File: src/verilog/valu_other_pkg.sv
package valu_other_pkg;

  // element and scalar widths
  localparam int byte_width  = 8;
  localparam int hword_width = 16;
  localparam int word_width  = 32;
  localparam int xlen        = 32;

  localparam int rob_idx_width = 4;
  localparam int uop_idx_width = 3;
  localparam int reg_idx_width = 5;

  typedef enum logic [2:0] {
    opivv = 3'b000,
    opmvv = 3'b010,
    opivi = 3'b011,
    opivx = 3'b100,
    opmvx = 3'b110
  } funct3_e;

  typedef enum logic [5:0] {
    vminu      = 6'b000100,
    vmin       = 6'b000101,
    vmaxu      = 6'b000110,
    vmax       = 6'b000111,
    vxunary0   = 6'b010010,
    vmerge_vmv = 6'b010111
  } funct6_e;

  // vs1 field reused as sub-opcode under vxunary0
  typedef enum logic [reg_idx_width-1:0] {
    vzext_vf4 = 5'b00100,
    vsext_vf4 = 5'b00101,
    vzext_vf2 = 5'b00110,
    vsext_vf2 = 5'b00111
  } xunary_e;

  typedef enum logic [1:0] {
    eew8  = 2'b00,
    eew16 = 2'b01,
    eew32 = 2'b10
  } eew_e;

  typedef enum logic [1:0] {
    op_none       = 2'b00,
    op_minmax     = 2'b01,
    op_move_merge = 2'b10,
    op_extend     = 2'b11
  } op_class_e;

  typedef union packed {
    logic [word_width/byte_width-1:0][byte_width-1:0]   b;
    logic [word_width/hword_width-1:0][hword_width-1:0] h;
    logic [word_width-1:0]                              w;
  } lane_word_u;

endpackage

File: src/verilog/alu_other_result.sv
`timescale 1ns/1ps

module alu_other_result #(
  parameter int VLEN = 128
) (
  input  valu_other_pkg::op_class_e                  op_class,
  input  logic                                       vm,
  input  valu_other_pkg::eew_e                       vs2_eew,
  input  logic [VLEN-1:0]                            src1_data,
  input  logic [VLEN-1:0]                            src2_data,
  input  logic [VLEN/valu_other_pkg::byte_width-1:0] mask_bits,
  input  logic [VLEN-1:0]                            minmax_data,
  input  logic [VLEN-1:0]                            extend_data,
  output logic [VLEN-1:0]                            result_w_data
);
  import valu_other_pkg::*;

  localparam int lanes = VLEN / word_width;
  localparam int bpw   = word_width / byte_width;
  localparam int hpw   = word_width / hword_width;

  logic [VLEN-1:0] merge_data;

  for (genvar j = 0; j < lanes; j++) begin : g_lane
    lane_word_u s1;
    lane_word_u s2;
    lane_word_u m;

    assign s1 = src1_data[j*word_width +: word_width];
    assign s2 = src2_data[j*word_width +: word_width];

    // set mask bit takes the vs1/scalar element
    always_comb begin
      m = '0;
      case (vs2_eew)
        eew8: begin
          for (int i = 0; i < bpw; i++) begin
            m.b[i] = mask_bits[bpw*j+i] ? s1.b[i] : s2.b[i];
          end
        end
        eew16: begin
          for (int i = 0; i < hpw; i++) begin
            m.h[i] = mask_bits[hpw*j+i] ? s1.h[i] : s2.h[i];
          end
        end
        eew32:   m.w = mask_bits[j] ? s1.w : s2.w;
        default: m = '0;
      endcase
    end

    assign merge_data[j*word_width +: word_width] = m;
  end

  always_comb begin
    case (op_class)
      op_minmax:     result_w_data = minmax_data;
      op_move_merge: result_w_data = vm ? src1_data : merge_data;
      op_extend:     result_w_data = extend_data;
      default:       result_w_data = '0;
    endcase
  end

endmodule

File: config.mk
export PLATFORM = sky130hd
export DESIGN_NAME = alu_other_result
export DESIGN_NICKNAME = d
export VERILOG_FILES = /design/src/verilog/valu_other_pkg.sv /design/src/verilog/alu_other_result.sv
export SDC_FILE = /design/constraint.sdc
export NUM_CORES = 1
export LEC_CHECK = 0
export ABC_AREA = 1
export BUFFER_PORTS_ARGS = -buffer_cell sky130_fd_sc_hd__buf_2
export CAP_MARGIN = 20
export CORE_AREA = 2 2 256 258
export DETAILED_ROUTE_END_ITERATION = 8
export DIE_AREA = 0 0 258 260
export SLEW_MARGIN = 20
export SYNTH_ARGS = -nofsm -noshare
export SYNTH_HDL_FRONTEND = slang
export SYNTH_SLANG_ARGS = --single-unit
File: constraint.sdc
create_clock -name vclk -period 1.3
set_clock_uncertainty 0.1 [all_clocks]
set_input_delay 0 -clock vclk [all_inputs]
set_output_delay 0 -clock vclk [all_outputs]
set_load 0.05 [all_outputs]
* Word-level counts from Yosys, hierarchy flattened
Cells that the tools add are included.
Word-level totals: logic and storage cells 40, bits of input ports 533, flip-flop bits (word level) 0, output and inout bits 128
Cells by class: eq/ne operators 5, reduce and logical (&&, ||, !) cells 1, muxes and demuxes 34
Operators with widths (number):
- $pmux W128 S3 | 1
- $pmux W32 S3 | 4
- $mux W128 | 1
- $mux W16 | 8
- $mux W32 | 4
- $mux W8 | 16
- $eq A2 B2 Y1 const B | 3
- $eq A2 B1 Y1 const B | 2
- $logic_not A2 Y1 | 1

* Logic depth before layout (Yosys ltp)
depth after elaboration 4, gate-level depth with buffers 11, gate-level depth less buffers 9

* Worst setup path after synthesis
Ideal clock, no wire load.
path type input to output, from input port vm, to output port result_w_data[0], stages 6, path buffers 1, required time 1.200 ns, data arrival time 1.296 ns, path slack -0.096 ns, path through buf_2 -> nor2_2 -> inv_1 -> or2_2 -> o211ai_1 -> nand3_1
Between the ends: word-level cells in the longest chain between the ends 2
Ends and longest elaborated chain:
- start, declared | RTL line alu_other_result.sv:7 | input logic vm,
- $mux W128 | RTL line alu_other_result.sv:57 | op_move_merge: result_w_data = vm ? src1_data : merge_data;
- $pmux W128 S3 | RTL line alu_other_result.sv:55 | case (op_class)
- end, declared | RTL line alu_other_result.sv:14 | output logic [VLEN-1:0] result_w_data
No other way between the ends.

* Final worst setup path
from input port vs2_eew[0], to output port result_w_data[14]
Between the ends: word-level cells in the longest chain between the ends 4, elaborated cells on any way between the ends 6, those cells by class eq/ne: 2; mux: 3; reduce/logical: 1
Ends and longest elaborated chain:
- start, declared | RTL line alu_other_result.sv:8 | input valu_other_pkg::eew_e vs2_eew,
- $eq A2 B2 Y1 (tied with other cells) | RTL line alu_other_result.sv:35 | case (vs2_eew)
- $pmux W32 S3 * | RTL line alu_other_result.sv:35
- $mux W128 * | RTL line alu_other_result.sv:57
- $pmux W128 S3 * | RTL line alu_other_result.sv:55
Every way passes the cells marked *; elsewhere a longest branch is shown, timed or not.

==> metrics.txt <==
critical path class=primary input to primary output; Least-Margin Pin Slew=a little over 0.4 ns; clock buffer count=0; Detailed Route WL=around 74000 um; Yosys top cell area share=0.515; failing checks=setup timing; layout overhead on the synthesized area=111%; Hold EP=result_w_data[110]; Top-Level Pins=about 660; GRT Overall Usage=0.194; placed inst area=17000 sq um; peak supply drop=between 200 and 250 uV; WHS=0.243 ns; layout net count=~3800; Vias/cell=roughly 4.7; Syn Area/Cell=~4.2 sq um; mux share of post-synthesis cell area=0; largest family of logic cells by synthesized area=simple AND/OR/NAND/NOR gates; Tot Pwr=9360 uW; DR WL/cell=17.8 um; Mapped Area=~10000 sq um; Slew headroom=0.728; leakage power=0.0125 uW; Pre-Repair DR Iteration Count=6; number of synthesis warnings=0; min Tclk post-route=1.52 ns; Distinct cells, synth=18; top area cells in the synthesized netlist=nand2_1 52%, nand3_1 22%, inv_1 11%, a22o_1 4.0%, clkbuf_1 3.5%; share of cells above drive strength 1=0.456; GPL Wtd Cong=just over 0.9; register area=0 sq um; final setup fails=120; power density cells=roughly 420 nW/um^2; full die area=approximately 67000 sq um; vias in the first global route=18400; CP Data Arrival Time=between 1 and 1.5 ns; DRT iter0 DRCs=approximately 1300; antenna viol nets, final=0; critical path startpoint category=primary input; floorplan row count=93; crit path max fanout=8; adder-cell share of the synthesized area=0; status=finished with violations; Hold Path Origin=extend_data[110]; finished layout cell area=22100 sq um; RSZ-0062 raised after global routing=yes; initial antenna violation count=13; total congestion overflow=0; Synth Area in Simple Gates=0.742; Die Ht=approximately 260 um; sequential cell count=0; Starting Density=0.163; Die W=~260 um; Final Hold Viols=0; DRC=0; HPWL Detailed=~50000 um; fmax=about 0.66 GHz; port bufs=about 660; Synth area leader=nand2_1; via count=~20000; Final Slew Violations=0; compound-gate portion of the synthesized area=0.0803; largest net degree at the start of global routing=48; fin crit share=1.17; worst min path class=primary input to primary output; Synth Area in XOR/XNOR=0; hold path depth=4; core area=~64000 sq um; Setup WS post-layout=-0.218 ns; CP required=between 1 and 1.5 ns; first-pass GRT wire length=a little over 100000 um; Crit. End Element=primary output; max_cap viols=0; cell count after synthesis=~2500; syn_nets=a little over 3000; sequential fraction of the synthesis area=0
==> per-layer routing <==
layer	part of all wire	vias up	GRT usage	wire length, um
met5	0.00077	-	0	57
met4	0.047	8	0.0743	3430
met3	0.073	198	0.0208	5390
met2	0.48	1071	0.350	35500
met1	0.40	8975	0.236	29300
li1	-	9296	-	-
==> where the power goes <==
| part | switching [uW] | internal, uW |
|---|---|---|
| registers | 0 | 0 |
| logic | 5450 | 3910 |
| clock network | 0 | 0.000825 |
| total | 5450 | 3910 |
==> cell families after synthesis <==
| kind of cell | Yosys count |
|---|---|
| AOI/OAI and AO/OA | 121 |
| buffers and inverters | 475 |
| and+or+nand+nor | 1912 |
==> worst max-delay path by stage <==
stage / slack [ns] / startpoint / endpoint
after global routing: -0.30 / vs2_eew[0] / result_w_data[14]
after global placement: -0.41 / vs2_eew[1] / result_w_data[9]
after floorplan: 0.02 / mask_bits[6] / result_w_data[48]
after CTS: -0.21 / vs2_eew[1] / result_w_data[102]
after detailed placement: -0.38 / vs2_eew[1] / result_w_data[9]
final: -0.22 / vs2_eew[0] / result_w_data[14]
==> cell usage after synthesis <==
cell,instances
a22o_1,48
o21ai_0,48
clkinv_1,2
a31oi_1,1
inv_2,1
nand3_1,459
inv_1,299
clkbuf_1,98
buf_4,2
nor2_2,3
buf_1,17
or2_2,8
nor2_1,3
o211ai_1,15
a21oi_1,2
nand2_1,1439
o21a_1,7
buf_2,56
==> cells in the final DEF (no fill, tap or decap), drive strengths merged, types with 3 or more instances in the layout <==
cell and n:
clkbuf 3, o211ai 15, o21ai 48, nand3 459, a22o 48, diode 8, inv 299, buf 939
or2 8, nor2 6, clkinv 3, nand2 1439, o21a 7
==> final cells by class <==
type               instances  area [sq um]
multi-input cells       2033         11600
fillers                 6752         42000
inverters                302          1170
well taps                855          1070
diodes                     8          20.0
repair buffers           944          8280
==> stage by stage <==
step	setup TNS [ns]	instances	utilization	setup WS (ns)
after floorplan	0	2508	-	0.0178
after global placement	-31.19	4072	0.266	-0.405
after detailed placement	-31.84	4072	0.266	-0.376
after CTS	-15.66	4118	0.310	-0.212
after global routing	-24.14	4140	0.345	-0.303
final	-14.99	4142	0.345	-0.218
==> worst max-delay path, cell delays in order <==
cell and delay (ns):
buf_12 0.11, nor2_4 0.17, buf_12 0.16, buf_16 0.17
buf_8 0.14, o211ai_1 0.08, o21ai_1 0.08, nand2_1 0.07
nand2_2 0.10, nand2_2 0.08, nand2_4 0.10, buf_12 0.14
==> repair_timing <==
action | 4_1_cts | 5_1_grt
pin swaps | 164 | 275
gates resized for setup | 557 | 463
endpoints found under the setup margin | 127 | 128
buffers inserted | 24 | 19
cloned | 22 | 3
hold buffers | 0 | 0
(Power assumes the default switching activity.)
