==> src/verilog/valu_other_pkg.sv <==
package valu_other_pkg;

  // element and scalar widths
  localparam int byte_width  = 8;
  localparam int hword_width = 16;
  localparam int word_width  = 32;
  localparam int xlen        = 32;

  localparam int rob_idx_width = 4;
  localparam int uop_idx_width = 3;
  localparam int reg_idx_width = 5;

  typedef enum logic [2:0] {
    opivv = 3'b000,
    opmvv = 3'b010,
    opivi = 3'b011,
    opivx = 3'b100,
    opmvx = 3'b110
  } funct3_e;

  typedef enum logic [5:0] {
    vminu      = 6'b000100,
    vmin       = 6'b000101,
    vmaxu      = 6'b000110,
    vmax       = 6'b000111,
    vxunary0   = 6'b010010,
    vmerge_vmv = 6'b010111
  } funct6_e;

  // vs1 field reused as sub-opcode under vxunary0
  typedef enum logic [reg_idx_width-1:0] {
    vzext_vf4 = 5'b00100,
    vsext_vf4 = 5'b00101,
    vzext_vf2 = 5'b00110,
    vsext_vf2 = 5'b00111
  } xunary_e;

  typedef enum logic [1:0] {
    eew8  = 2'b00,
    eew16 = 2'b01,
    eew32 = 2'b10
  } eew_e;

  typedef enum logic [1:0] {
    op_none       = 2'b00,
    op_minmax     = 2'b01,
    op_move_merge = 2'b10,
    op_extend     = 2'b11
  } op_class_e;

  typedef union packed {
    logic [word_width/byte_width-1:0][byte_width-1:0]   b;
    logic [word_width/hword_width-1:0][hword_width-1:0] h;
    logic [word_width-1:0]                              w;
  } lane_word_u;

endpackage

==> src/verilog/alu_other_extend.sv <==
`timescale 1ns/1ps

module alu_other_extend #(
  parameter int VLEN = 128
) (
  input  logic [VLEN-1:0]         src2_data,
  input  valu_other_pkg::xunary_e vs1,
  input  valu_other_pkg::eew_e    vs2_eew,
  output logic [VLEN-1:0]         extend_data
);
  import valu_other_pkg::*;

  localparam int lanes = VLEN / word_width;

  logic sext;

  assign sext = (vs1 == vsext_vf2) || (vs1 == vsext_vf4);

  for (genvar j = 0; j < lanes; j++) begin : g_lane
    // output word j is fed by halfword j (vf2) or byte j (vf4)
    logic [hword_width-1:0] pair;
    logic [byte_width-1:0]  single;
    lane_word_u             res;

    assign pair   = src2_data[j*hword_width +: hword_width];
    assign single = src2_data[j*byte_width +: byte_width];

    always_comb begin
      res = '0;
      case (vs1)
        vzext_vf2, vsext_vf2: begin
          if (vs2_eew == eew8) begin
            for (int i = 0; i < 2; i++) begin
              res.h[i] = {{byte_width{sext & pair[(i+1)*byte_width-1]}},
                          pair[i*byte_width +: byte_width]};
            end
          end else if (vs2_eew == eew16) begin
            res.w = {{hword_width{sext & pair[hword_width-1]}}, pair};
          end
        end
        vzext_vf4, vsext_vf4: begin
          if (vs2_eew == eew8) begin
            res.w = {{(word_width-byte_width){sext & single[byte_width-1]}}, single};
          end
        end
        default: res = '0;
      endcase
    end

    assign extend_data[j*word_width +: word_width] = res;
  end

endmodule

==> config.mk <==
export PLATFORM = sky130hd
export DESIGN_NAME = alu_other_extend
export DESIGN_NICKNAME = d
export VERILOG_FILES = /design/src/verilog/valu_other_pkg.sv /design/src/verilog/alu_other_extend.sv
export SDC_FILE = /design/constraint.sdc
export NUM_CORES = 1
export LEC_CHECK = 0
export ABC_CLOCK_PERIOD_IN_PS = 5100
export BUFFER_PORTS_ARGS = -buffer_cell sky130_fd_sc_hd__buf_2
export CAP_MARGIN = 20
export CORE_AREA = 3 3 101 103
export DETAILED_ROUTE_END_ITERATION = 12
export DIE_AREA = 0 0 104 106
export PLACE_DENSITY = 0.53
export SLEW_MARGIN = 20
export SYNTH_ARGS = -nofsm -noshare
export SYNTH_HDL_FRONTEND = slang
export SYNTH_SLANG_ARGS = --single-unit
export TNS_END_PERCENT = 50
==> constraint.sdc <==
create_clock -name vclk -period 5.1
set_input_delay 0.51 -clock vclk [all_inputs]
set_output_delay 0.51 -clock vclk [all_outputs]
set_load 0.05 [all_outputs]
---- Yosys cells after proc, flatten, opt, wreduce, memory -nomap -nowiden ----
Index checks and enable logic that the tools add are counted.
word-level totals
  register bits after elaboration ......... 0
  input bits .............................. 135
operators by class
  eq/ne operators ......................... 5
  muxes and demuxes ....................... 16
  bitwise operators ....................... 8
  reduce and logical (&&, ||, !) cells .... 4
operator list
  kind                                           count
  two-way mux 32 bit                             12
  case mux 32 bit (2 select lines)               4
  == test 5 x 3 -> 1 bit, second input constant  4
  bitwise AND 1 bit                              8
  OR reduction 2 bit                             2
  == test 2 x 1 -> 1 bit, second input constant  1
  zero test 2 bit                                1
  logical OR 1 bit                               1

---- Longest topological paths before layout ----
  word-level depth ........................ 6
  depth in mapped cells ................... 6
  gate-level depth less buffers ........... 3

---- Worst setup path before layout ----
Ideal clock, no wire load.
  path kind ............................... input -> output
  start point ............................. input vs2_eew[0]
  end point ............................... output extend_data[25]
  arrival ................................. 3.088 ns
  required time ........................... 4.590 ns
  slack ................................... 1.502 ns
  stages .................................. 4
  path buffers ............................ 2
  cell sequence ........................... clkbuf_1 > or3b_2 > a211oi_1 > buf_4
on the way
  cells in the longest elaborated chain, start to end .. 4
  elaborated cells on any way between the ends .. 6
RTL lines
  what                                line                    text
  start, declared                     alu_other_extend.sv:8   input valu_other_pkg::eew_e vs2_eew,
  == test 2 x 1 -> 1 bit              alu_other_extend.sv:37  end else if (vs2_eew == eew16) begin
  two-way mux 32 bit                  alu_other_extend.sv:37
  two-way mux 32 bit                  alu_other_extend.sv:32  if (vs2_eew == eew8) begin
  case mux 32 bit (2 select lines) *  alu_other_extend.sv:30  case (vs1)
  end, declared                       alu_other_extend.sv:9   output logic [VLEN-1:0] extend_data
Mark *: on every way between the ends. The rest lies on a longest branch, timed or not.

---- Final worst setup path ----
  start point ............................. input vs1[3]
  end point ............................... output extend_data[106]
on the way
  cells in the longest elaborated chain, start to end .. 5
  elaborated cells on any way between the ends .. 12
RTL lines
  what                                          line                                            text
  start, declared                               alu_other_extend.sv:7                           input valu_other_pkg::xunary_e vs1,
  == test 5 x 3 -> 1 bit                        alu_other_extend.sv:17, alu_other_extend.sv:30
  logical OR 1 bit                              alu_other_extend.sv:17                          assign sext = (vs1 == vsext_vf2) || (vs1 == vsext_vf4);
  bitwise AND 1 bit, on equally long branches   alu_other_extend.sv:43, alu_other_extend.sv:34
  two-way mux 32 bit, on equally long branches  alu_other_extend.sv:42, alu_other_extend.sv:32
  case mux 32 bit (2 select lines) *            alu_other_extend.sv:30
Marks and branches as above.

==> impl_metrics.csv <==
group,metric,value,unit
placed_design,io_buffers,199,
die,floorplan.initialDensity,16.1,%
placed_design,dp_cells,521,
drt,drtIter0Drc,172,
timing,worst_pin_slew,0.943,ns
timing,fin_crit_sh,59.8,%
drt,wl_per_cell,15.3,um
die,ioPinCount,263,
yosys,ys_top_cells_by_area,"a21oi_1, buf_4, a22o_1",
drt,post-route-drc-count,0,
global_route,grt_max_degree,49,
yosys,synth_common_cells,"a21oi_1, o21ai_0, buf_4",
hold_path,hold_path_startpoint,"src2_data[2]",
finish,seq_cells,0,
finish,register_area,0,sq um
yosys,synthCells,244,
yosys,syn_area,0.00149,sq mm
placed_design,placed_area,0.00234,sq mm
timing,timing.slew.headroom,37.1,%
worst_setup_path,cp.arrival,2.54,ns
worst_setup_path,cp.required,4.59,ns
global_route,grt_overflow,0,
clock_network,cts_resized,0,
timing,rsz0062_at_grt,"no",
hold_path,worstHoldEndpoint,"extend_data[2]",
finish,area_growth,57.7,%
yosys,yosysTopAreaCell,"a21oi_1",
finish,layout-drive-gt1-share,53.4,%
timing,tns,0,ns
global_route,grtUsageTotal,13.0,%
yosys,synth_area_per_cell,6.11,sq um
global_route,grt_pass1_vias,2223,
placed_design,dpl.hpwl,6540,um
drt,final_antenna_net_count,0,
die,die_w,104,um
drt,vias,2384,
clock_network,post_cts_buffers,0,
yosys,synth_top_area_share,14.1,%
global_route,antenna_found_initial,0,
die,num_rows,35,
die,core_area,0.00928,sq mm
power,p_per_area,60.7,mW/mm^2
power,vdd_ir_drop_max,16.7,uV
timing,finalWorstSetupSlack,2.05,ns
drt,drt-total-wl,8010,um
yosys,ys_types,37,
finish,n_clock_buffer,0,
timing,drv_slew,0,
worst_setup_path,crit_path_end_kind,"output port",
timing,final_hold_viol_count,0,
finish,antenna_cells,0,
power,p_total,0.143,mW
placed_design,gp_congestion,0.788,
job,max_cap_viol_count,0,
yosys,ys_warn_count,0,
worst_setup_path,path_class,"input port to output port",
die,die_area,0.0110,sq mm
hold_path,min_path_type,"input port to output port",
clock_network,hold_buffers,0,
global_route,grt_pass1_wl,12000,um
yosys,yosysMostFrequentCell,"a21oi_1",
worst_setup_path,cp_max_fo,32,
drt,dr.pass1.iters,4,
finish,instances_no_fill,522,
power,p_leak,1.57,nW
die,die_y,106,um
timing,min_period,3.05,ns
worst_setup_path,start_kind,"input port",
finish,fin_area,0.00235,sq mm
timing,fmax,328,MHz
placed_design,dp_slack,1.85,ns
timing,setup_viol,0,
hold_path,hold_depth,3,
yosys,yosysSeqAreaShare,0,%
drt,via_per_inst,4.57,
finish,nNetsFinal,530,
outcome,status,"complete, no violations",
yosys,synth_nets,379,
==> layer usage <==
layer	up-vias	routed length, um	global-route usage (%)
li1	1166	-	-
met1	1079	3270	15.8
met2	137	3980	25.0
met3	2	728	2.73
met4	0	27	0.0950
met5	-	0	0
==> report_power, final <==
group	total, mW	internal [mW]	leakage, nW	switching, mW
clock network	0	0	0	0
logic	0.143	0.0442	1.57	0.0987
registers	0	0	0	0
==> critical path, stage by stage <==
cell and delay (ns):
buf_2 0.12, nor3b_2 0.52, nand2_1 0.68, o21ai_0 0.39
buf_2 0.31
==> placed cells by master, fill, tap and decap left out, types with 3 or more instances in the layout <==
| cell | n |
|---|---|
| a21o_1 | 17 |
| a21oi_1 | 42 |
| a22o_1 | 23 |
| and2_1 | 8 |
| and3b_1 | 3 |
| buf_2 | 199 |
| inv_1 | 10 |
| nand2_1 | 7 |
| nand3_1 | 7 |
| nor2_1 | 10 |
| o21ai_0 | 32 |
| o21ai_1 | 7 |
==> area by class of cell <==
type,count,area [sq um]
multi-input combinational,182,1140
inverter,10,37.5
tap,129,161
fill,1065,6930
timing repair buffer,201,1010
==> kinds of logic (layout without fill, tap and decap cells) <==
kind of cell / count (synthesis) / after routing / share of synthesized area, %
AOI/OAI and AO/OA: 129 / 129 / 54.7
buffers and inverters: 62 / 211 / 23.4
and+or+nand+nor: 53 / 53 / 21.9
==> how the worst max path moves through the flow <==
stage,start,end,cells past startpoint
after global placement,vs2_eew[0],extend_data[22],5
after CTS,vs2_eew[0],extend_data[55],5
after detailed placement,vs2_eew[0],extend_data[55],5
after global routing,vs1[3],extend_data[111],5
final,vs1[3],extend_data[106],5
after floorplan,vs2_eew[0],extend_data[25],4
==> metrics by stage <==
step | hold WS, ns | util [%]
after CTS | 1.43 | 25.3
after detailed placement | 1.43 | 25.3
final | 1.43 | 25.3
after global routing | 1.44 | 25.3
after global placement | 1.42 | 25.3
after floorplan | 1.25 | -
No activity file was read; power rests on OpenSTA's default activity.
