### src/verilog/valu_other_pkg.sv
package valu_other_pkg;

  // element and scalar widths
  localparam int byte_width  = 8;
  localparam int hword_width = 16;
  localparam int word_width  = 32;
  localparam int xlen        = 32;

  localparam int rob_idx_width = 4;
  localparam int uop_idx_width = 3;
  localparam int reg_idx_width = 5;

  typedef enum logic [2:0] {
    opivv = 3'b000,
    opmvv = 3'b010,
    opivi = 3'b011,
    opivx = 3'b100,
    opmvx = 3'b110
  } funct3_e;

  typedef enum logic [5:0] {
    vminu      = 6'b000100,
    vmin       = 6'b000101,
    vmaxu      = 6'b000110,
    vmax       = 6'b000111,
    vxunary0   = 6'b010010,
    vmerge_vmv = 6'b010111
  } funct6_e;

  // vs1 field reused as sub-opcode under vxunary0
  typedef enum logic [reg_idx_width-1:0] {
    vzext_vf4 = 5'b00100,
    vsext_vf4 = 5'b00101,
    vzext_vf2 = 5'b00110,
    vsext_vf2 = 5'b00111
  } xunary_e;

  typedef enum logic [1:0] {
    eew8  = 2'b00,
    eew16 = 2'b01,
    eew32 = 2'b10
  } eew_e;

  typedef enum logic [1:0] {
    op_none       = 2'b00,
    op_minmax     = 2'b01,
    op_move_merge = 2'b10,
    op_extend     = 2'b11
  } op_class_e;

  typedef union packed {
    logic [word_width/byte_width-1:0][byte_width-1:0]   b;
    logic [word_width/hword_width-1:0][hword_width-1:0] h;
    logic [word_width-1:0]                              w;
  } lane_word_u;

endpackage

### src/verilog/alu_other_decode.sv
`timescale 1ns/1ps

module alu_other_decode (
  input  logic                      alu_uop_valid,
  input  valu_other_pkg::funct3_e   funct3,
  input  valu_other_pkg::funct6_e   funct6,
  input  logic                      vm,
  input  valu_other_pkg::xunary_e   vs1,
  input  logic                      vs1_data_valid,
  input  logic                      vs2_data_valid,
  input  logic                      rs1_data_valid,
  input  logic                      v0_data_valid,
  input  valu_other_pkg::eew_e      vs2_eew,
  output valu_other_pkg::op_class_e op_class,
  output logic                      minmax_max,
  output logic                      minmax_signed,
  output logic                      result_valid,
  output logic                      result_ignore_vma
);
  import valu_other_pkg::*;

  logic src1_valid;
  logic ext_width_ok;
  logic class_valid;

  // vector form reads vs1 while scalar and immediate forms come in on rs1
  assign src1_valid = (funct3 == opivv) ? vs1_data_valid : rs1_data_valid;

  // vf4 only from bytes and vf2 from bytes or halfwords
  assign ext_width_ok = (vs1 == vzext_vf4 || vs1 == vsext_vf4) ? (vs2_eew == eew8) :
                        (vs2_eew == eew8 || vs2_eew == eew16);

  always_comb begin
    op_class      = op_none;
    minmax_max    = 1'b0;
    minmax_signed = 1'b0;
    case (funct6)
      vminu, vmin, vmaxu, vmax: begin
        if (funct3 == opivv || funct3 == opivx) begin
          op_class      = op_minmax;
          minmax_max    = (funct6 == vmaxu) || (funct6 == vmax);
          minmax_signed = (funct6 == vmin) || (funct6 == vmax);
        end
      end
      vmerge_vmv: begin
        if (funct3 == opivv || funct3 == opivx || funct3 == opivi) begin
          op_class = op_move_merge;
        end
      end
      vxunary0: begin
        if (funct3 == opmvv && (vs1 inside {vzext_vf4, vsext_vf4, vzext_vf2, vsext_vf2})) begin
          op_class = op_extend;
        end
      end
      default: op_class = op_none;
    endcase
  end

  always_comb begin
    case (op_class)
      op_minmax:     class_valid = src1_valid & vs2_data_valid;
      op_move_merge: class_valid = src1_valid & (vm | (vs2_data_valid & v0_data_valid));
      op_extend:     class_valid = ~vs1_data_valid & vs2_data_valid & ext_width_ok;
      default:       class_valid = 1'b0;
    endcase
  end

  assign result_valid      = alu_uop_valid & class_valid;
  // only vmerge leaves masked-off elements to the unit
  assign result_ignore_vma = result_valid & (op_class == op_move_merge) & ~vm;

endmodule

### config.mk
export PLATFORM = sky130hd
export DESIGN_NAME = alu_other_decode
export DESIGN_NICKNAME = d
export VERILOG_FILES = /design/src/verilog/valu_other_pkg.sv /design/src/verilog/alu_other_decode.sv
export SDC_FILE = /design/constraint.sdc
export NUM_CORES = 1
export LEC_CHECK = 0
export ABC_AREA = 0
export BUFFER_PORTS_ARGS = -buffer_cell sky130_fd_sc_hd__clkbuf_2
export CORE_AREA = 2 2 39 41
export DETAILED_ROUTE_END_ITERATION = 8
export DIE_AREA = 0 0 41 43
export PLACE_DENSITY = 0.51
export SLEW_MARGIN = 5
export SYNTH_ARGS = -nofsm -noshare
export SYNTH_HDL_FRONTEND = slang
export SYNTH_SLANG_ARGS = --single-unit
### constraint.sdc
create_clock -name vclk -period 2.6
set_input_delay 0.26 -clock vclk [all_inputs]
set_output_delay 0.26 -clock vclk [all_outputs]
set_load 0.01 [all_outputs]
==> Yosys cells after proc, flatten, opt, wreduce, memory -nomap -nowiden <==
Index checks and enable logic that the tools add are counted.
{ "classes": {"n_eq_ne": 17, "bitwise_logic": 11, "muxes": 11, "reduce_logical": 11} }
{ "ops": {"columns": ["cell", "n"], "rows": [
  ["== test 6 x 3 -> 1 bit, second input constant", 4],
  ["== test 5 x 3 -> 1 bit, second input constant", 4],
  ["== test 6 x 5 -> 1 bit, second input constant", 2],
  ["bitwise AND 1 bit", 8],
  ["two-way mux 1 bit", 7],
  ["== test 3 x 2 -> 1 bit, second input constant", 2],
  ["logical OR 1 bit", 6],
  ["one-hot mux 2 bit (3 select lines)", 1],
  ["== test 2 x 1 -> 1 bit, second input constant", 2],
  ["== test 2 bit, second input constant", 2],
  ["two-way mux 2 bit", 2],
  ["nonzero test 4 bit", 1],
  ["OR reduction 4 bit", 1],
  ["== test 3 bit, second input constant", 1],
  ["zero test 3 bit", 1],
  ["one-hot mux 1 bit (3 select lines)", 1],
  ["zero test 2 bit", 1],
  ["NOT 1 bit", 2],
  ["logical AND 1 bit", 1],
  ["bitwise OR 1 bit", 1]
]} }
{ "totals": {"out_inout_bits": 6, "in_bits": 22, "elab_cells": 50, "reg_bits": 0} }

==> Logic depth before layout (Yosys ltp) <==
Gate-level depths: netlist (run 1).
{ "depth": {"depth_word": 10, "depth_mapped": 9, "mapped_depth_nobuf": 9} }

==> Worst setup path after synthesis (run 1) <==
Ideal clock, no wire load.
{ "synth_timing": {"path_kind": "in2out", "startpoint": "in vs1[3]", "endpoint": "out result_valid", "setup_slack_ps": -35, "arrival_ps": 2375, "required_time_ps": 2340, "path_buffers": 0, "stages": 8, "path_cell_list": "or3b_1 -> or4_1 -> nor4_2 -> or2_1 -> ha_1 -> nor4bb_1 -> a32oi_1 -> nor3b_1"} }
{ "synth_between": {"elab_chain_len": 8, "elab_cells_between_ends": 16, "cone_classes": "eq/ne (7); mux (4); bitwise (2); reduce/logical (3)"} }
{ "synth_rtl": {"columns": ["element", "line_no", "source"], "rows": [
  ["start, declared", "alu_other_decode.sv:8", "input valu_other_pkg::xunary_e vs1,"],
  ["== test 5 x 3 -> 1 bit", "alu_other_decode.sv:51", "if (funct3 == opmvv && (vs1 inside {vzext_vf4, vsext_vf4, vzext_vf2, vsext_vf2})) begin"],
  ["nonzero test 4 bit *", "alu_other_decode.sv:51", null],
  ["logical AND 1 bit *", "alu_other_decode.sv:51", null],
  ["two-way mux 2 bit *", "alu_other_decode.sv:51", null],
  ["one-hot mux 2 bit (3 select lines) *", "alu_other_decode.sv:37", "case (funct6)"],
  ["named net op_class[0]", "alu_other_decode.sv:14", "output valu_other_pkg::op_class_e op_class,"],
  ["== test 2 bit or == test 2 x 1 -> 1 bit (tied branches)", "alu_other_decode.sv:60", "case (op_class)"],
  ["one-hot mux 1 bit (3 select lines) *", "alu_other_decode.sv:60", null],
  ["bitwise AND 1 bit *", "alu_other_decode.sv:68", "assign result_valid = alu_uop_valid & class_valid;"],
  ["end, declared", "alu_other_decode.sv:17", "output logic result_valid,"]
]} }
Mark *: on every way through the listed nets, which the timed path passes. The rest lies on a longest branch.

==> Final worst setup path (run 1) <==
{ "layout_timing": {"startpoint": "in vs1[3]", "endpoint": "out result_ignore_vma"} }
{ "layout_between": {"elab_chain_len": 10, "elab_cells_between_ends": 18, "cone_classes": "eq/ne (7); mux (4); bitwise (4); reduce/logical (3)"} }
{ "layout_rtl": {"columns": ["element", "line_no", "source"], "rows": [
  ["== test 5 x 3 -> 1 bit (on tied branches)", "alu_other_decode.sv:30, alu_other_decode.sv:51", null],
  ["nonzero test 4 bit", "alu_other_decode.sv:51", null],
  ["logical AND 1 bit", "alu_other_decode.sv:51", null],
  ["two-way mux 2 bit", "alu_other_decode.sv:51", null],
  ["one-hot mux 2 bit (3 select lines)", "alu_other_decode.sv:37", null],
  ["== test 2 bit (tied with other cells)", "alu_other_decode.sv:60", null],
  ["one-hot mux 1 bit (3 select lines)", "alu_other_decode.sv:60", null],
  ["bitwise AND 1 bit", "alu_other_decode.sv:68", null],
  ["bitwise AND 1 bit * (2 in a row)", "alu_other_decode.sv:70", "assign result_ignore_vma = result_valid & (op_class == op_move_merge) & ~vm;"],
  ["end, declared", "alu_other_decode.sv:18", "output logic result_ignore_vma"]
]} }
Mark *: on every way between the ends. The rest lies on a longest branch, timed or not.

==> metrics.txt, run 1 <==
status=complete, but fails checks; failing checks=negative setup slack; max incr delay on CP=0.44 ns; RSZ-0062 raised after global routing=yes; Worst Hold End=minmax_max; vias in the first global route=298; Mapped Area=233 um2; # fillers=155; Setup Viol. Count Final=2; wire length per cell=9.81 um; DR vias=351; port bufs=27; largest net degree at the start of global routing=6; Sequential Area=0 um2; Worst setup startpoint=vs1[3]; layout net count=89; Worst Hold Class=in2out; all-layer global routing usage=0.0849; worst-path cell with the longest stage delay=or4_4; HPWL Detailed=669 um; power density cells=roughly 72 nW/um2; FP Rows=14; pre-CTS setup slack=-0.217 ns; Crit Path Category=in2out; most frequent cells in the layout=clkbuf_2, buf_4, and2_1; Rel. slew slack=0.738; post-route minimum period=2.80 ns; final worst slack=-0.204 ns; GR Util met2=0.153; post-synthesis cell count=28; n_diodes=0; critical path, cell by cell=clkbuf_2 > or3b_4 > or4_4 > nor4_4 > buf_4 > a41o_4 > ha_4 > nand2b_1 > a22o_1 > a32oi_2 > nor2_1 > buf_2; drt pass-1 iters=1; DR iter-0 viols=0; largest area contributor in the netlist=ha_1; top cell type's share of synthesized area=0.161; initial antenna violation count=0; met1 usage=0.114; Ports=28; Slew Limit Fails=0; gp weighted congestion=0.645; multi-input logic area=just over 300 um2; Syn Nets=53; remaining global-route overflow=0; clock buffers=0; Die Area=1760 um2; Initial Util=0.168; post-route clock period utilization=1.08; Critical Path Sink Type=output port; number of max-cap violations=0; met3 GRT Util=0; Layout area overhead=120%; WHS Path Cells=3; Synth Warn #=0; via/cell ratio=4.50; Lkg Pwr=0.245 nW; antenna viol nets, final=0; DRC viols=0; first-pass GRT wire length=1130 um; worst vdd ir=~0.000016 V; Seq/Total Area, Yosys=0; Synth area leaders=ha_1, and2_1, nand3b_1, nor3b_1, nor4_2; Hold Path Origin=funct6[1]; chip width=between 40 and 50 um; Core Footprint=1380 um2; CTS Hold Bufs=0; Worst Path Arrival=2.54 ns; Max Freq=0.357 GHz; Fin Hold WS=0.829 ns; seq_cells=0; CP required=between 2 and 2.5 ns; commonest non-fill, non-tap cell in the layout=clkbuf_2; Chip Height=approximately 43 um; Yosys cell types=21; syn avg cell area=8.31 um2; Crit Path Max Fanout=4; fraction of layout cells with a size suffix above 1=0.758; CP Launch Type=primary input; Most Crowded Layer GR=met2; final hold vios=0; Slew @ Worst Pin=0.392 ns; total wire length=765 um
cell usage after synthesis, drive strengths merged:
cell type,n
a41o,1
nor2,2
or2,1
nor3b,2
nor3,1
a32oi,1
or4bb,1
nand3b,2
or4,1
o21ai,1
a41oi,1
or3b,2
nand2b,1
nor4b,1
nor4bb,1
and2,3
mux2,1
nor4,1
a22o,1
ha,3
routing by layer:
layer | routed length (um) | up-vias
met1 | 314 | 154
met2 | 394 | 13
met3 | 56 | 0
met5 | 0 | -
met4 | 0 | 0
li1 | - | 184
report_power, final:
group	internal, mW	switching (mW)	total (mW)
logic	0.0213	0.0156	0.0369
registers	0	0	0
clock network	0	0	0
through the flow:
step | total power, mW | cell area, um2 | instances | setup TNS (ns) | util
final | 0.0369 | 513 | 78 | -0.407 | 0.371
after global routing | 0.0405 | 513 | 78 | -0.592 | 0.371
after CTS | 0.0341 | 463 | 77 | -0.344 | 0.335
after detailed placement | 0.0318 | 438 | 77 | -0.423 | 0.316
after global placement | 0.0312 | 438 | 77 | -0.408 | 0.316
after floorplan | 0.00934 | 238 | 28 | 0 | -
layout make-up:
class                           count  share of cell area
Multi-Input combinational cell     28               0.595
Tap cell                           16              0.0390
Timing Repair Buffer               34               0.366
worst max-delay path, delay by kind of cell:
| family | cells | cell delay [ns] |
|---|---|---|
| AO/OA/AOI/OAI | 3 | 0.54 |
| adder cells (fa/ha/maj) | 1 | 0.14 |
| buffers and inverters | 3 | 0.39 |
| AND/OR/NAND/NOR | 5 | 1.22 |
logic make-up after synthesis:
group,count (synthesis),synth area share
AOI/OAI and AO/OA,5,0.183
adders and majority gates,3,0.161
muxes,1,0.0484
and+or+nand+nor,19,0.608
worst max-delay path by stage:
| stage | end | slack (ns) |
|---|---|---|
| finish | result_ignore_vma | -0.20 |
| global route | result_ignore_vma | -0.30 |
| CTS | result_ignore_vma | -0.18 |
| detailed placement | result_ignore_vma | -0.22 |
| global placement | result_ignore_vma | -0.21 |
| floorplan | result_ignore_vma | 0.03 |
repair_timing:
item                       CTS  global route
buffers inserted             0             1
setup endpoints to repair    2             2
pin swaps                    1             5
gates resized for setup      4            10
No activity file was read; power rests on OpenSTA's default activity.
==> run 2, diff against run 1 <==
--- a/config.mk
+++ b/config.mk
@@ -11,7 +11,8 @@
 export DETAILED_ROUTE_END_ITERATION = 8
 export DIE_AREA = 0 0 41 43
 export PLACE_DENSITY = 0.51
-export SLEW_MARGIN = 5
+export RECOVER_POWER = 50
+export SLEW_MARGIN = 20
 export SYNTH_ARGS = -nofsm -noshare
 export SYNTH_HDL_FRONTEND = slang
 export SYNTH_SLANG_ARGS = --single-unit
==> metrics.txt, run 2 (synthesis results as in run 1) <==
status=complete, but fails checks; failing checks=negative setup slack; DP Cell Count=77; port bufs=27; Setup Viol. Count Final=2; Fin Setup TNS=-0.408 ns; DR iter-0 viols=2; clock buffers=0; commonest non-fill, non-tap cell in the layout=clkbuf_2; Initial Util=0.168; via/cell ratio=between 4 and 5; initial antenna violation count=0; # fillers=157; Ports=28; remaining global-route overflow=0; seq_cells=0; CP required=around 2.3 ns; Sequential Area=0 um2; RSZ-0062 raised after global routing=yes; layout net count=89; worst vdd ir=between 0.000015 and 0.00002 V; total wire length=765 um; n_diodes=0; vias in the first global route=approximately 300; first-pass GRT wire length=1130 um; drt pass-1 iters=2; CTS Hold Bufs=0; max incr delay on CP=roughly 0.44 ns; Flop pwr share=0; Worst Hold Class=in2out; worst-path cell with the longest stage delay=or4_4; largest net degree at the start of global routing=6; Lkg Pwr=0.240 nW; fraction of layout cells with a size suffix above 1=0.742; Max Freq=0.357 GHz; Pint=~0.021 mW; combinational share of power=1.000; final std cells w/o fill=78; wire length per cell=9.81 um; gp weighted congestion=0.645; DR vias=354; Worst Path Arrival=2.54 ns; Clk network pwr share=0; final hold vios=0; critical path, cell by cell=clkbuf_2 > or3b_4 > or4_4 > nor4_4 > buf_4 > a41o_4 > ha_4 > nand2b_1 > a22o_1 > a32oi_2 > nor2_1 > buf_2; Rel. slew slack=0.740; Die Area=1760 um2; CP Launch Type=primary input; Slew @ Worst Pin=0.389 ns; final worst slack=-0.204 ns; Chip Height=roughly 43 um; number of max-cap violations=0; Slew Limit Fails=0; antenna viol nets, final=0; pre-CTS setup slack=-0.217 ns; most frequent cells in the layout=clkbuf_2, buf_4, and2_1, nand3b_1, buf_2; Crit Path Category=in2out; chip width=41 um; all-layer global routing usage=0.0849; power density cells=between 70 and 80 nW/um2; Core Footprint=1380 um2; post-route clock period utilization=1.08; Crit Path Max Fanout=4; FP Rows=14; Critical Path Sink Type=output port; switch share=0.425; Layout area overhead=119%; DRC viols=0; switching pwr=0.0156 mW; post-route minimum period=roughly 2.8 ns; HPWL Detailed=669 um
run 2: changes by cell type in the layout (fill, tap and decap cells not counted), sizes merged:
cell	change
buf	-1
clkbuf	+1
run 2: area by class of cell:
| type | instances | area, um2 | share of cell area |
|---|---|---|---|
| tap | 16 | 20.0 | 0.0393 |
| multi-input combinational | 28 | 305 | 0.600 |
| timing repair buffer | 34 | 184 | 0.361 |
run 2: path summary, 6_finish.rpt:
kind / startpoint / to / slack, ns / cells past startpoint
worst max-delay path: vs1[3] / result_ignore_vma / -0.20 / 12
worst min-delay path: funct6[1] / minmax_max / 0.83 / 3
run 2: critical path: cells and delay by family:
family                   cells  cell delay, ns
AO/OA/AOI/OAI                3            0.54
adder cells (fa/ha/maj)      1            0.14
buffers and inverters        3            0.39
AND/OR/NAND/NOR              5            1.22
run 2: power by group through the flow:
stage,logic (mW),clock network [mW],registers (mW)
finish,0.0367,0,0
global route,0.0403,0,0
detailed placement,0.0318,0,0
CTS,0.0341,0,0
global placement,0.0312,0,0
floorplan,0.00934,0,0
run 2: metal layers:
metal	vias to the layer above	part of all wire	track usage
met4	0	0	0
met1	157	0.41	0.114
li1	184	-	-
met2	13	0.52	0.153
met5	-	0	0
met3	0	0.073	0
run 2: timing repair:
item,in CTS,in global routing
pin swaps,1,5
setup buffers,0,1
gates resized for setup,4,10
endpoints found under the setup margin,2,2
run 2: stage by stage:
step	area [um2]	utilization	total power, mW	hold slack (ns)
after floorplan	238	-	0.00934	0.655
after global placement	438	0.316	0.0312	0.828
after detailed placement	438	0.316	0.0318	0.830
after CTS	463	0.335	0.0341	0.830
after global routing	509	0.368	0.0403	0.871
final	509	0.368	0.0367	0.833
