$ cat src/verilog/valu_other_pkg.sv
package valu_other_pkg;

  // element and scalar widths
  localparam int byte_width  = 8;
  localparam int hword_width = 16;
  localparam int word_width  = 32;
  localparam int xlen        = 32;

  localparam int rob_idx_width = 4;
  localparam int uop_idx_width = 3;
  localparam int reg_idx_width = 5;

  typedef enum logic [2:0] {
    opivv = 3'b000,
    opmvv = 3'b010,
    opivi = 3'b011,
    opivx = 3'b100,
    opmvx = 3'b110
  } funct3_e;

  typedef enum logic [5:0] {
    vminu      = 6'b000100,
    vmin       = 6'b000101,
    vmaxu      = 6'b000110,
    vmax       = 6'b000111,
    vxunary0   = 6'b010010,
    vmerge_vmv = 6'b010111
  } funct6_e;

  // vs1 field reused as sub-opcode under vxunary0
  typedef enum logic [reg_idx_width-1:0] {
    vzext_vf4 = 5'b00100,
    vsext_vf4 = 5'b00101,
    vzext_vf2 = 5'b00110,
    vsext_vf2 = 5'b00111
  } xunary_e;

  typedef enum logic [1:0] {
    eew8  = 2'b00,
    eew16 = 2'b01,
    eew32 = 2'b10
  } eew_e;

  typedef enum logic [1:0] {
    op_none       = 2'b00,
    op_minmax     = 2'b01,
    op_move_merge = 2'b10,
    op_extend     = 2'b11
  } op_class_e;

  typedef union packed {
    logic [word_width/byte_width-1:0][byte_width-1:0]   b;
    logic [word_width/hword_width-1:0][hword_width-1:0] h;
    logic [word_width-1:0]                              w;
  } lane_word_u;

endpackage

$ cat src/verilog/alu_other_minmax.sv
`timescale 1ns/1ps

module alu_other_minmax #(
  parameter int VLEN = 128
) (
  input  logic [VLEN-1:0]      src1_data,
  input  logic [VLEN-1:0]      src2_data,
  input  valu_other_pkg::eew_e vs2_eew,
  input  logic                 minmax_max,
  input  logic                 minmax_signed,
  output logic [VLEN-1:0]      minmax_data
);
  import valu_other_pkg::*;

  localparam int lanes = VLEN / word_width;

  // operands arrive already widened, so one signed compare serves all modes
  function automatic logic [word_width:0] pick(
    input logic signed [word_width:0] a,
    input logic signed [word_width:0] b,
    input logic                       take_max
  );
    logic a_lt_b;
    a_lt_b = a < b;
    return (a_lt_b ^ take_max) ? a : b;
  endfunction

  for (genvar j = 0; j < lanes; j++) begin : g_lane
    lane_word_u op1;
    lane_word_u op2;
    lane_word_u res;

    assign op1 = src1_data[j*word_width +: word_width];
    assign op2 = src2_data[j*word_width +: word_width];

    always_comb begin
      logic [word_width:0] x;
      logic [word_width:0] y;
      res = '0;
      case (vs2_eew)
        eew8: begin
          for (int i = 0; i < word_width/byte_width; i++) begin
            x = {{(word_width-byte_width+1){minmax_signed & op1.b[i][byte_width-1]}}, op1.b[i]};
            y = {{(word_width-byte_width+1){minmax_signed & op2.b[i][byte_width-1]}}, op2.b[i]};
            res.b[i] = byte_width'(pick(x, y, minmax_max));
          end
        end
        eew16: begin
          for (int i = 0; i < word_width/hword_width; i++) begin
            x = {{(word_width-hword_width+1){minmax_signed & op1.h[i][hword_width-1]}}, op1.h[i]};
            y = {{(word_width-hword_width+1){minmax_signed & op2.h[i][hword_width-1]}}, op2.h[i]};
            res.h[i] = hword_width'(pick(x, y, minmax_max));
          end
        end
        eew32: begin
          x = {minmax_signed & op1.w[word_width-1], op1.w};
          y = {minmax_signed & op2.w[word_width-1], op2.w};
          res.w = word_width'(pick(x, y, minmax_max));
        end
        default: res = '0;
      endcase
    end

    assign minmax_data[j*word_width +: word_width] = res;
  end

endmodule

$ cat config.mk
export PLATFORM = sky130hd
export DESIGN_NAME = alu_other_minmax
export DESIGN_NICKNAME = d
export VERILOG_FILES = /design/src/verilog/valu_other_pkg.sv /design/src/verilog/alu_other_minmax.sv
export SDC_FILE = /design/constraint.sdc
export NUM_CORES = 1
export LEC_CHECK = 0
export BUFFER_PORTS_ARGS = -buffer_cell sky130_fd_sc_hd__buf_2
export CORE_AREA = 2 2 150 152
export DETAILED_ROUTE_END_ITERATION = 16
export DIE_AREA = 0 0 152 154
export GPL_TIMING_DRIVEN = 0
export PLACE_DENSITY = 0.6
export SKIP_LAST_GASP = 1
export SYNTH_ARGS = -nofsm -noshare
export SYNTH_HDL_FRONTEND = slang
export SYNTH_SLANG_ARGS = --single-unit
$ cat constraint.sdc
create_clock -name vclk -period 8.8
set_input_delay 1.76 -clock vclk [all_inputs]
set_output_delay 1.76 -clock vclk [all_outputs]
set_load 0.05 [all_outputs]
After elaboration in Yosys (flattened, before gate mapping)
Index checks and enable logic that the tools add are counted.
- register bits: 0
- bits of input ports: 260
- output and inout bits: 128
- logic and storage cells: 123
- $lt $le $gt $ge: 28
- eq/ne operators: 2
- mux-type cells: 32
- bitwise gates (word level): 60
- reductions and logical operators: 1
- operators by type and width (operator ; number):
    $pmux W32 S3 ; 4
    $lt A9 B9 Y1 ; 16
    $lt A17 B17 Y1 ; 8
    $lt A33 B33 Y1 ; 4
    $mux W16 ; 8
    $mux W32 ; 4
    $mux W8 ; 16
    $and A1 B1 Y1 ; 32
    $xor A1 B1 Y1 ; 28
    $eq A2 B1 Y1 const B ; 1
    $eq A2 B2 Y1 const B ; 1
    $logic_not A2 Y1 ; 1

Depth between registers and ports, before layout
Gate-level depths: netlist of the first run.
- word-level depth: 5
- mapped depth: 12
- depth with buffers taken out: 11

Worst setup path before layout of the first run
Ideal clock, no wire load.
- path type: input to output
- from: in src2_data[6]
- to: out minmax_data[25]
- arrival time: 4.636 ns
- required time: 7.040 ns
- slack: 2.404 ns
- cell stages on the path: 11
- buffers on the path: 0
- cells stage by stage: inv_1 > ha_1 > nand3_1 > nor2_1 > or3b_1 > a21oi_1 > o21ai_2 > a31oi_2 > xnor2_4 > mux2i_1 > o21ai_0
- word-level cells in the longest chain between the ends: 4
- ends and longest elaborated chain (element ; RTL line ; source):
    from (decl) ; alu_other_minmax.sv:7 ; input logic [VLEN-1:0] src2_data,
    $lt A33 B33 Y1 ; alu_other_minmax.sv:24 ; a_lt_b = a < b;
    $xor A1 B1 Y1 ; alu_other_minmax.sv:25 ; return (a_lt_b ^ take_max) ? a : b;
    $mux W32 ; alu_other_minmax.sv:25 ;
    $pmux W32 S3 ; alu_other_minmax.sv:40 ; case (vs2_eew)
    to (decl) ; alu_other_minmax.sv:11 ; output logic [VLEN-1:0] minmax_data
Every way passes these cells.

Final worst setup path of the first run
- from: in src2_data[110]
- to: out minmax_data[103]
- word-level cells in the longest chain between the ends: 4
- elaborated cells between the ends (all ways): 7
- classes of those cells: 2 x order compare; 3 x mux; 2 x bitwise
- ends and longest elaborated chain (element ; RTL line):
    $lt A33 B33 Y1 / $lt A17 B17 Y1 (equally long branches) ; alu_other_minmax.sv:24
    $xor A1 B1 Y1 ; alu_other_minmax.sv:25
    $mux W32 / $mux W16 (equally long branches) ; alu_other_minmax.sv:25
    $pmux W32 S3 (*) ; alu_other_minmax.sv:40
Mark *: on every way between the ends. The rest lies on a longest branch, timed or not.

==> summary.txt, run 1 <==
Outcome
  • Run status: finished, final reports clean

Power and ir drop
  • PwrDens: 122 nW/um^2
  • LEAKAGE: 0.00513 uW
  • Max IR drop VDD: 0.0524 mV

STA
  • Highest clock rate: 0.150 GHz
  • Worst rel slew slack: 42.7%
  • Setup Total Neg Slack: 0 ps
  • RSZ-0062 raised after global routing: false
  • Fin. Hold Viols: 0
  • Final setup fails: 0
  • Fin. max-slew vios: 0
  • Hold WS: 3940 ps
  • Slew @ Worst Pin: 850 ps
  • Fin crit share: 75.9%
  • Tmin final: 6680 ps

Worst setup path
  • Startpoint type of the worst setup path: primary input
  • Worst EP required: 7040 ps
  • Crit Path Max Fanout: 10
  • Most used cell, CP: o21ai_0
  • Crit Path Category: in2out
  • Worst path max stage delay: 620 ps
  • Crit-path slowest cell: mux2i_1
  • Critical path arrival: 4920 ps
  • CP Cell Sequence: buf_2 -> inv_1 -> ha_1 -> a21oi_1 -> o21ai_0 -> a221oi_1 -> o21ai_0 -> and3b_1 -> mux2i_1 -> clkbuf_1 -> o21ai_0 -> o211ai_1 -> buf_2
  • CP endpoint kind: output pin

Drt
  • First-pass DRT Iterations: 5
  • Via count: 8415
  • Drt wl/cell: 16.3 um
  • Detail Route Antenna Nets: 0
  • DRT Wirelength: 26100 um
  • 1st-iter DRT viols: 307
  • DRC: 0
  • Via/cell ratio: 5.24

Floorplan
  • Initial core utilization: 30.4%
  • Horiz. Die Dim: 152 um
  • Core area: 21700 sq um
  • Die area: 23400 sq um
  • Rows: 54
  • IO Pins: 388
  • Die Height: 154 um

Finish
  • Share of cells above drive strength 1: 32.0%
  • Seq cells: 0
  • Layout filler cell count: 2312
  • FF/Latch Area: 0 sq um
  • Final Instance Area: 8890 sq um
  • Area occupied by multi-input gates: 5960 sq um
  • Util after Layout: 41.0%
  • Net count, final: 1722
  • Area grow syn2layout: 34.8%
  • Clkbuf count: 0

Place
  • Port Buffers: 387
  • HPWL reported at the end of detailed placement: 22600 um
  • Post-DP Area: 8880 sq um
  • Final RePlAce weighted congestion: 0.872

Clocking
  • CTS Hold Bufs: 0
  • Setup Fix Bufs, Post-CTS: 0
  • PostCTS Resize Cnt: 0

Synth
  • Yosys warns: 0
  • Post-Syn Area per Cell: 7.04 sq um
  • Post-synth top area cell: ha_1
  • Synth Area in Simple Gates: 14.9%
  • Area share of the largest cell type after synthesis: 25.8%
  • Synthesized area: 6590 sq um
  • Post-Synth XOR/XNOR Area: 7.32%
  • Main combinational cell family by area after synthesis: compound AO/OA/AOI/OAI gates
  • Post-synthesis sequential area ratio: 0%
  • Top cells by area, synth: ha_1 (26%), a22o_1 (14%), inv_1 (8.4%)
  • Post-synth top cells: inv_1 (148), ha_1 (136), a22o_1 (105), nand2_1 (78), o21ai_0 (65)
  • Compound-Gate Fraction of Synth Area: 40.2%
  • Post-synth cell types: 74
  • Syn_nets: 1333
  • Post-Synth Adder-Cell Area: 25.8%
  • Multiplexer share of the synthesized area: 2.14%
  • Most numerous cell in the Yosys netlist: inv_1
  • Post-Syn Instances: 937

Worst hold path
  • WHS Path Cells: 4
  • Worst Hold Endpoint: minmax_data[105]
  • Hold Path Class: in2out
  • HP Start: src2_data[105]

Run
  • Max Cap Viol: 0

GRT
  • Largest net degree at the start of global routing: 11
  • First-pass GRT wire length: 40200 um
  • Total Routing Usage GR: 20.6%
  • Grt ovf: 0
  • Initial antenna violation count: 2
  • Vias in the first global route: 7986
## stage by stage
step / total power, uW / setup WS [ps] / instances
after detailed placement: 1080 / 2150 / 1604
after floorplan: 796 / 2400 / 937
after CTS: 1090 / 2140 / 1604
after global placement: 1080 / 2140 / 1604
final: 1080 / 2120 / 1606
after global routing: 1160 / 1810 / 1605
## power breakdown
group          switching (uW)  internal (uW)
clock                       0      0.0000305
sequential                  0              0
combinational             755            327
total                     755            327
## cell usage in the layout, fill, tap and decap left out, types with 16 or more instances in the layout
master   count
nand3_1     32
a22o_1     105
inv_1      148
buf_2      396
nor2_1      41
ha_1       136
nand2_1     78
a21oi_1     59
a21o_1      16
xor2_1      26
xnor2_1     21
o21ai_0     65
## routing by layer
layer  up-vias  wire [um]  global-route usage [%]
met5         -          0                       0
li1       4267          -                       -
met3        28       1380                    2.73
met1      3832      11000                    24.3
met2       288      13200                    39.5
met4         0        518                    4.05
## worst max-delay path, delay by kind of cell
family,cells,cell delay (ps)
AOI/OAI and AO/OA,6,1180
adders and majority gates,1,300
buffers and inverters,4,780
muxes,1,620
and+or+nand+nor,1,280
## area by class of cell
cell class	count	share of cell area, %
Multi-Input combinational cell	771	67.1
Antenna cell	2	0.0563
Inverter	148	6.25
Buffer	18	0.887
Tap cell	280	3.94
Timing Repair Buffer	387	21.8
## logic make-up after synthesis
family                   Yosys count
multiplexers                      14
AO/OA/AOI/OAI                    362
adder cells (fa/ha/maj)          136
buffers and inverters            166
AND/OR/NAND/NOR                  209
XOR/XNOR                          50
## worst max path at each step
stage,from,end,slack (ps)
after floorplan,src2_data[6],minmax_data[25],2400
after global placement,src1_data[110],minmax_data[103],2140
after detailed placement,src1_data[110],minmax_data[112],2150
after CTS,src1_data[110],minmax_data[112],2140
after global routing,src2_data[110],minmax_data[103],1810
final,src2_data[110],minmax_data[103],2120
Power figures use the tool's default switching activity.
==> run 2: changes to the inputs <==
--- a/config.mk
+++ b/config.mk
@@ -5,12 +5,13 @@
 export SDC_FILE = /design/constraint.sdc
 export NUM_CORES = 1
 export LEC_CHECK = 0
+export ABC_AREA = 1
 export BUFFER_PORTS_ARGS = -buffer_cell sky130_fd_sc_hd__buf_2
-export CORE_AREA = 2 2 150 152
+export CORE_MARGIN = 2
+export CORE_UTILIZATION = 44
 export DETAILED_ROUTE_END_ITERATION = 16
-export DIE_AREA = 0 0 152 154
 export GPL_TIMING_DRIVEN = 0
-export PLACE_DENSITY = 0.6
+export PLACE_DENSITY = 0.74
 export SKIP_LAST_GASP = 1
 export SYNTH_ARGS = -nofsm -noshare
 export SYNTH_HDL_FRONTEND = slang
==> constraint.sdc (replaced) <==
create_clock -name vclk -period 6.45
set_input_delay 1.29 -clock vclk [all_inputs]
set_output_delay 1.29 -clock vclk [all_outputs]
set_load 0.05 [all_outputs]
==> summary.txt, run 2 <==
GRT
  • Gr busiest metal: met2
  • Largest net degree at the start of global routing: 11
  • Routing usage on met1: 35.9%
  • Initial antenna violation count: 12
  • First-pass GRT wire length: 62600 um
  • Total Routing Usage GR: 31.2%
  • GR Util met3: 4.23%
  • Grt ovf: 0
  • Vias in the first global route: 13400
  • Met2 usage: 58.1%

Finish
  • Non-filler cells, final: 2745
  • Net count, final: 2850
  • Clkbuf count: 0
  • Share of cells above drive strength 1: 18.7%
  • FF/Latch Area: 0 sq um
  • Commonest non-fill, non-tap cell in the layout: nand2_1
  • Seq cells: 0
  • Most frequent cells in the layout: nand2_1 (803), nand3_1 (439), buf_2 (415), inv_1 (395), ha_1 (136)
  • Area grow syn2layout: 23.1%

Synth
  • Most numerous cell in the Yosys netlist: nand2_1
  • Post-synthesis sequential area ratio: 0%
  • Post-synth top area cell: nand2_1
  • Post-synth cell types: 33
  • Yosys warns: 0
  • Post-synth top cells: nand2_1 (803), nand3_1 (439), inv_1 (395), ha_1 (136), nor2_1 (87)
  • Synthesized area: 10000 sq um
  • Top cells by area, synth: nand2_1 (30%), nand3_1 (22%), ha_1 (17%)
  • Area share of the largest cell type after synthesis: 30.1%
  • Post-Syn Instances: 2065
  • Syn_nets: 2461
  • Post-Syn Area per Cell: 4.84 sq um

Clocking
  • CTS Hold Bufs: 0
  • Setup Fix Bufs, Post-CTS: 0
  • PostCTS Resize Cnt: 0

STA
  • Setup Total Neg Slack: 0 ps
  • Final setup fails: 0
  • Fin. max-slew vios: 0
  • RSZ-0062 raised after global routing: false
  • Highest clock rate: 0.195 GHz
  • Fin. Hold Viols: 0
  • Slew @ Worst Pin: 897 ps
  • Tmin final: 5130 ps
  • Fin crit share: 79.5%
  • Worst rel slew slack: 40.0%
  • Final worst setup slack: 1320 ps

Drt
  • Via/cell ratio: 5.18
  • DRC: 0
  • First-pass DRT Iterations: 6
  • Drt wl/cell: 14.3 um
  • Detail Route Antenna Nets: 0
  • 1st-iter DRT viols: 770
  • DRT Wirelength: 39100 um
  • Via count: 14200

Place
  • Port Buffers: 387
  • HPWL reported at the end of detailed placement: 33000 um
  • Place WS: 1360 ps
  • Final RePlAce weighted congestion: 0.946
  • Placed instance count: 2737

Floorplan
  • Initial core utilization: 44.4%
  • Core area: 22500 sq um
  • Rows: 55
  • IO Pins: 388
  • Die area: 23900 sq um
  • Die Height: 155 um
  • Horiz. Die Dim: 155 um

Power and ir drop
  • PwrDens: 139 nW/um^2
  • Max IR drop VDD: 0.0841 mV
  • LEAKAGE: 0.00827 uW

Worst setup path
  • Crit Path Max Fanout: 10
  • Worst EP required: 5160 ps
  • Startpoint type of the worst setup path: primary input
  • CP endpoint kind: output pin
  • Critical path startpoint: vs2_eew[0]
  • Crit Path Category: in2out
  • Critical path arrival: 3840 ps

Outcome
  • Run status: finished, final reports clean

Run
  • Max Cap Viol: 0

Worst hold path
  • Hold Path Class: in2out
  • HP Start: src2_data[22]
  • Worst Hold Endpoint: minmax_data[22]
  • WHS Path Cells: 4
-- run 2: worst max path at each step --
stage | slack (ps) | end | cells after the start
after floorplan | 2100 | minmax_data[48] | 16
after global placement | 1360 | minmax_data[99] | 9
after detailed placement | 1360 | minmax_data[99] | 9
after CTS | 1340 | minmax_data[99] | 9
after global routing | 1220 | minmax_data[99] | 9
final | 1320 | minmax_data[99] | 9
-- run 2: kinds of logic (layout without fill, tap and decap cells) --
logic type / count (synthesis) / count (layout) / share of synthesized area (%)
fa+ha+maj: 136 / 136 / 17.0
xor+xnor: 16 / 16 / 1.48
buf+inv: 456 / 843 / 18.1
simple gates: 1382 / 1382 / 59.1
other cells: 0 / 8 / 0
compound gates: 75 / 75 / 4.35
-- run 2: layout make-up --
type / instances / area, sq um
fillers: 2497 / 10200
multi-input cells: 1609 / 8190
repair buffers: 387 / 1940
inverters: 400 / 1500
well taps: 285 / 357
plain buffers: 56 / 302
diodes: 8 / 20.0
-- run 2: critical path, cell delays in order --
cell	delay, ps
buf_2	100
inv_1	40
nor2_1	670
clkbuf_1	590
nand3_1	210
nand2_1	340
nand2_1	90
nand3_1	200
buf_2	310
-- run 2: metrics by stage --
stage               hold slack [ps]  power, uW  util (%)  instance area (sq um)
finish                         3010       1710      54.7                  12300
global route                   3030       1860      54.7                  12300
CTS                            3010       1700      54.6                  12300
detailed placement             3010       1690      54.6                  12300
global placement               3000       1660      54.6                  12300
floorplan                      2980       1220         -                  10000
-- run 2: routing by layer --
| layer | part of all wire, % | up-vias |
|---|---|---|
| li1 | - | 7229 |
| met1 | 41 | 6341 |
| met2 | 48 | 538 |
| met3 | 7.0 | 109 |
| met4 | 3.9 | 8 |
| met5 | 0.12 | - |
-- run 2: report_power, final --
| part | internal, uW | switching [uW] |
|---|---|---|
| clock network | 0.000166 | 0 |
| registers | 0 | 0 |
| logic | 464 | 1240 |
| total | 464 | 1240 |
==> run 3: changes to the inputs <==
--- a/config.mk
+++ b/config.mk
@@ -11,7 +11,7 @@
 export CORE_UTILIZATION = 44
 export DETAILED_ROUTE_END_ITERATION = 16
 export GPL_TIMING_DRIVEN = 0
-export PLACE_DENSITY = 0.74
+export PLACE_DENSITY = 0.77
 export SKIP_LAST_GASP = 1
 export SYNTH_ARGS = -nofsm -noshare
 export SYNTH_HDL_FRONTEND = slang
==> constraint.sdc (replaced) <==
create_clock -name vclk -period 4.13
set_input_delay 0.826 -clock vclk [all_inputs]
set_output_delay 0.826 -clock vclk [all_outputs]
set_load 0.05 [all_outputs]
==> summary.txt, run 3 (same netlist as run 2, synthesis figures left out) <==
Place
  • Post-DP Area: 12300 sq um
  • Port Buffers: 387
  • HPWL reported at the end of detailed placement: 32200 um
  • Final RePlAce weighted congestion: 0.949

Worst setup path
  • Crit Path Max Fanout: 10
  • Worst EP required: 3300 ps
  • Crit-path slowest cell: ha_1
  • CP endpoint kind: output pin
  • Crit Path Category: in2out
  • Critical path arrival: 3080 ps
  • Startpoint type of the worst setup path: primary input
  • CP Cell Sequence: buf_2 -> inv_1 -> ha_1 -> nand2_1 -> inv_1 -> a21oi_1 -> nor2_1 -> nor2_4 -> nand2_1 -> nor2_2 -> nand3_2 -> buf_2 -> nand3_1 -> nand3_1 -> nand2_1 -> buf_2
  • Worst path max stage delay: 290 ps
  • Critical path startpoint: src2_data[60]

Floorplan
  • Rows: 55
  • Core area: 22500 sq um
  • Initial core utilization: 44.4%
  • IO Pins: 388
  • Die Height: 155 um
  • Die area: 23900 sq um
  • Horiz. Die Dim: 155 um

Drt
  • Via/cell ratio: 5.13
  • DRT Wirelength: 37900 um
  • Drt wl/cell: 13.8 um
  • First-pass DRT Iterations: 6
  • 1st-iter DRT viols: 856
  • Detail Route Antenna Nets: 0
  • Via count: 14100
  • DRC: 0

Finish
  • Most frequent cells in the layout: nand2_1 (801), nand3_1 (439), buf_2 (413), inv_1 (395), ha_1 (136)
  • Seq cells: 0
  • Share of cells above drive strength 1: 18.9%
  • Commonest non-fill, non-tap cell in the layout: nand2_1
  • Util after Layout: 54.8%
  • FF/Latch Area: 0 sq um
  • Area grow syn2layout: 23.3%
  • Final Instance Area: 12300 sq um
  • Net count, final: 2850
  • Clkbuf count: 0

STA
  • Setup Total Neg Slack: 0 ps
  • Hold WS: 2080 ps
  • Highest clock rate: 0.256 GHz
  • Fin. Hold Viols: 0
  • RSZ-0062 raised after global routing: true
  • Final setup fails: 0
  • Worst rel slew slack: 53.1%
  • Tmin final: 3910 ps
  • Slew @ Worst Pin: 704 ps
  • Fin crit share: 94.6%
  • Fin. max-slew vios: 0

Power and ir drop
  • LEAKAGE: 0.00827 uW
  • Max IR drop VDD: 0.129 mV
  • PwrDens: 215 nW/um^2

Worst hold path
  • Hold Path Class: in2out
  • WHS Path Cells: 4
  • Worst Hold Endpoint: minmax_data[22]
  • HP Start: src2_data[22]

Clocking
  • CTS Hold Bufs: 0

GRT
  • Grt ovf: 0
  • Vias in the first global route: 12900
  • Total Routing Usage GR: 29.8%
  • First-pass GRT wire length: 60000 um
  • Initial antenna violation count: 8
  • Largest net degree at the start of global routing: 11

Run
  • Max Cap Viol: 0

Outcome
  • Run status: finished, final reports clean
[run 3: cell types whose count changed in the layout (fill, tap and decap cells not counted), sizes merged]
cell	delta
buf	-2
clkbuf	+2
[run 3: worst max path at each step]
| stage | endpoint | cells after the start |
|---|---|---|
| finish | minmax_data[59] | 16 |
| CTS | minmax_data[4] | 9 |
| global route | minmax_data[4] | 16 |
| global placement | minmax_data[4] | 9 |
| floorplan | minmax_data[48] | 16 |
| detailed placement | minmax_data[4] | 9 |
[run 3: per-layer routing]
layer	routed length [um]	share of wire [%]	track usage (%)	vias to the layer above
met3	2830	7.5	3.47	95
li1	-	-	-	7229
met1	15500	41	35.2	6176
met4	1300	3.4	10.0	0
met2	18300	48	55.6	586
met5	0	0	0	-
[run 3: cell type report]
type               instances  area, sq um
diodes                     8         20.0
plain buffers             56          304
fillers                 2392        10200
inverters                400         1500
multi-input cells       1609         8210
well taps                285          357
repair buffers           387         1940
[run 3: metrics by stage]
step                instances  setup slack [ps]  power, uW
floorplan                2065               707       1900
global placement         2737               200       2580
detailed placement       2737              58.1       2630
CTS                      2737              58.6       2630
global route             2742             -8.81       2890
finish                   2745               225       2650
[run 3: where the power goes]
group,switching [uW],internal (uW),total (uW)
Clock,0,0.000259,0.000259
Sequential,0,0,0
Combinational,1930,728,2650
Total,1930,728,2650
[run 3: worst max-delay path: cells and delay by family]
family | cells | cell delay, ps
AND/OR/NAND/NOR | 9 | 1010
buffers and inverters | 5 | 800
adder cells (fa/ha/maj) | 1 | 290
AO/OA/AOI/OAI | 1 | 150
[run 3: timing repair]
item,CTS,global route
setup buffers,0,0
resized for setup,0,7
setup endpoints to repair,0,4
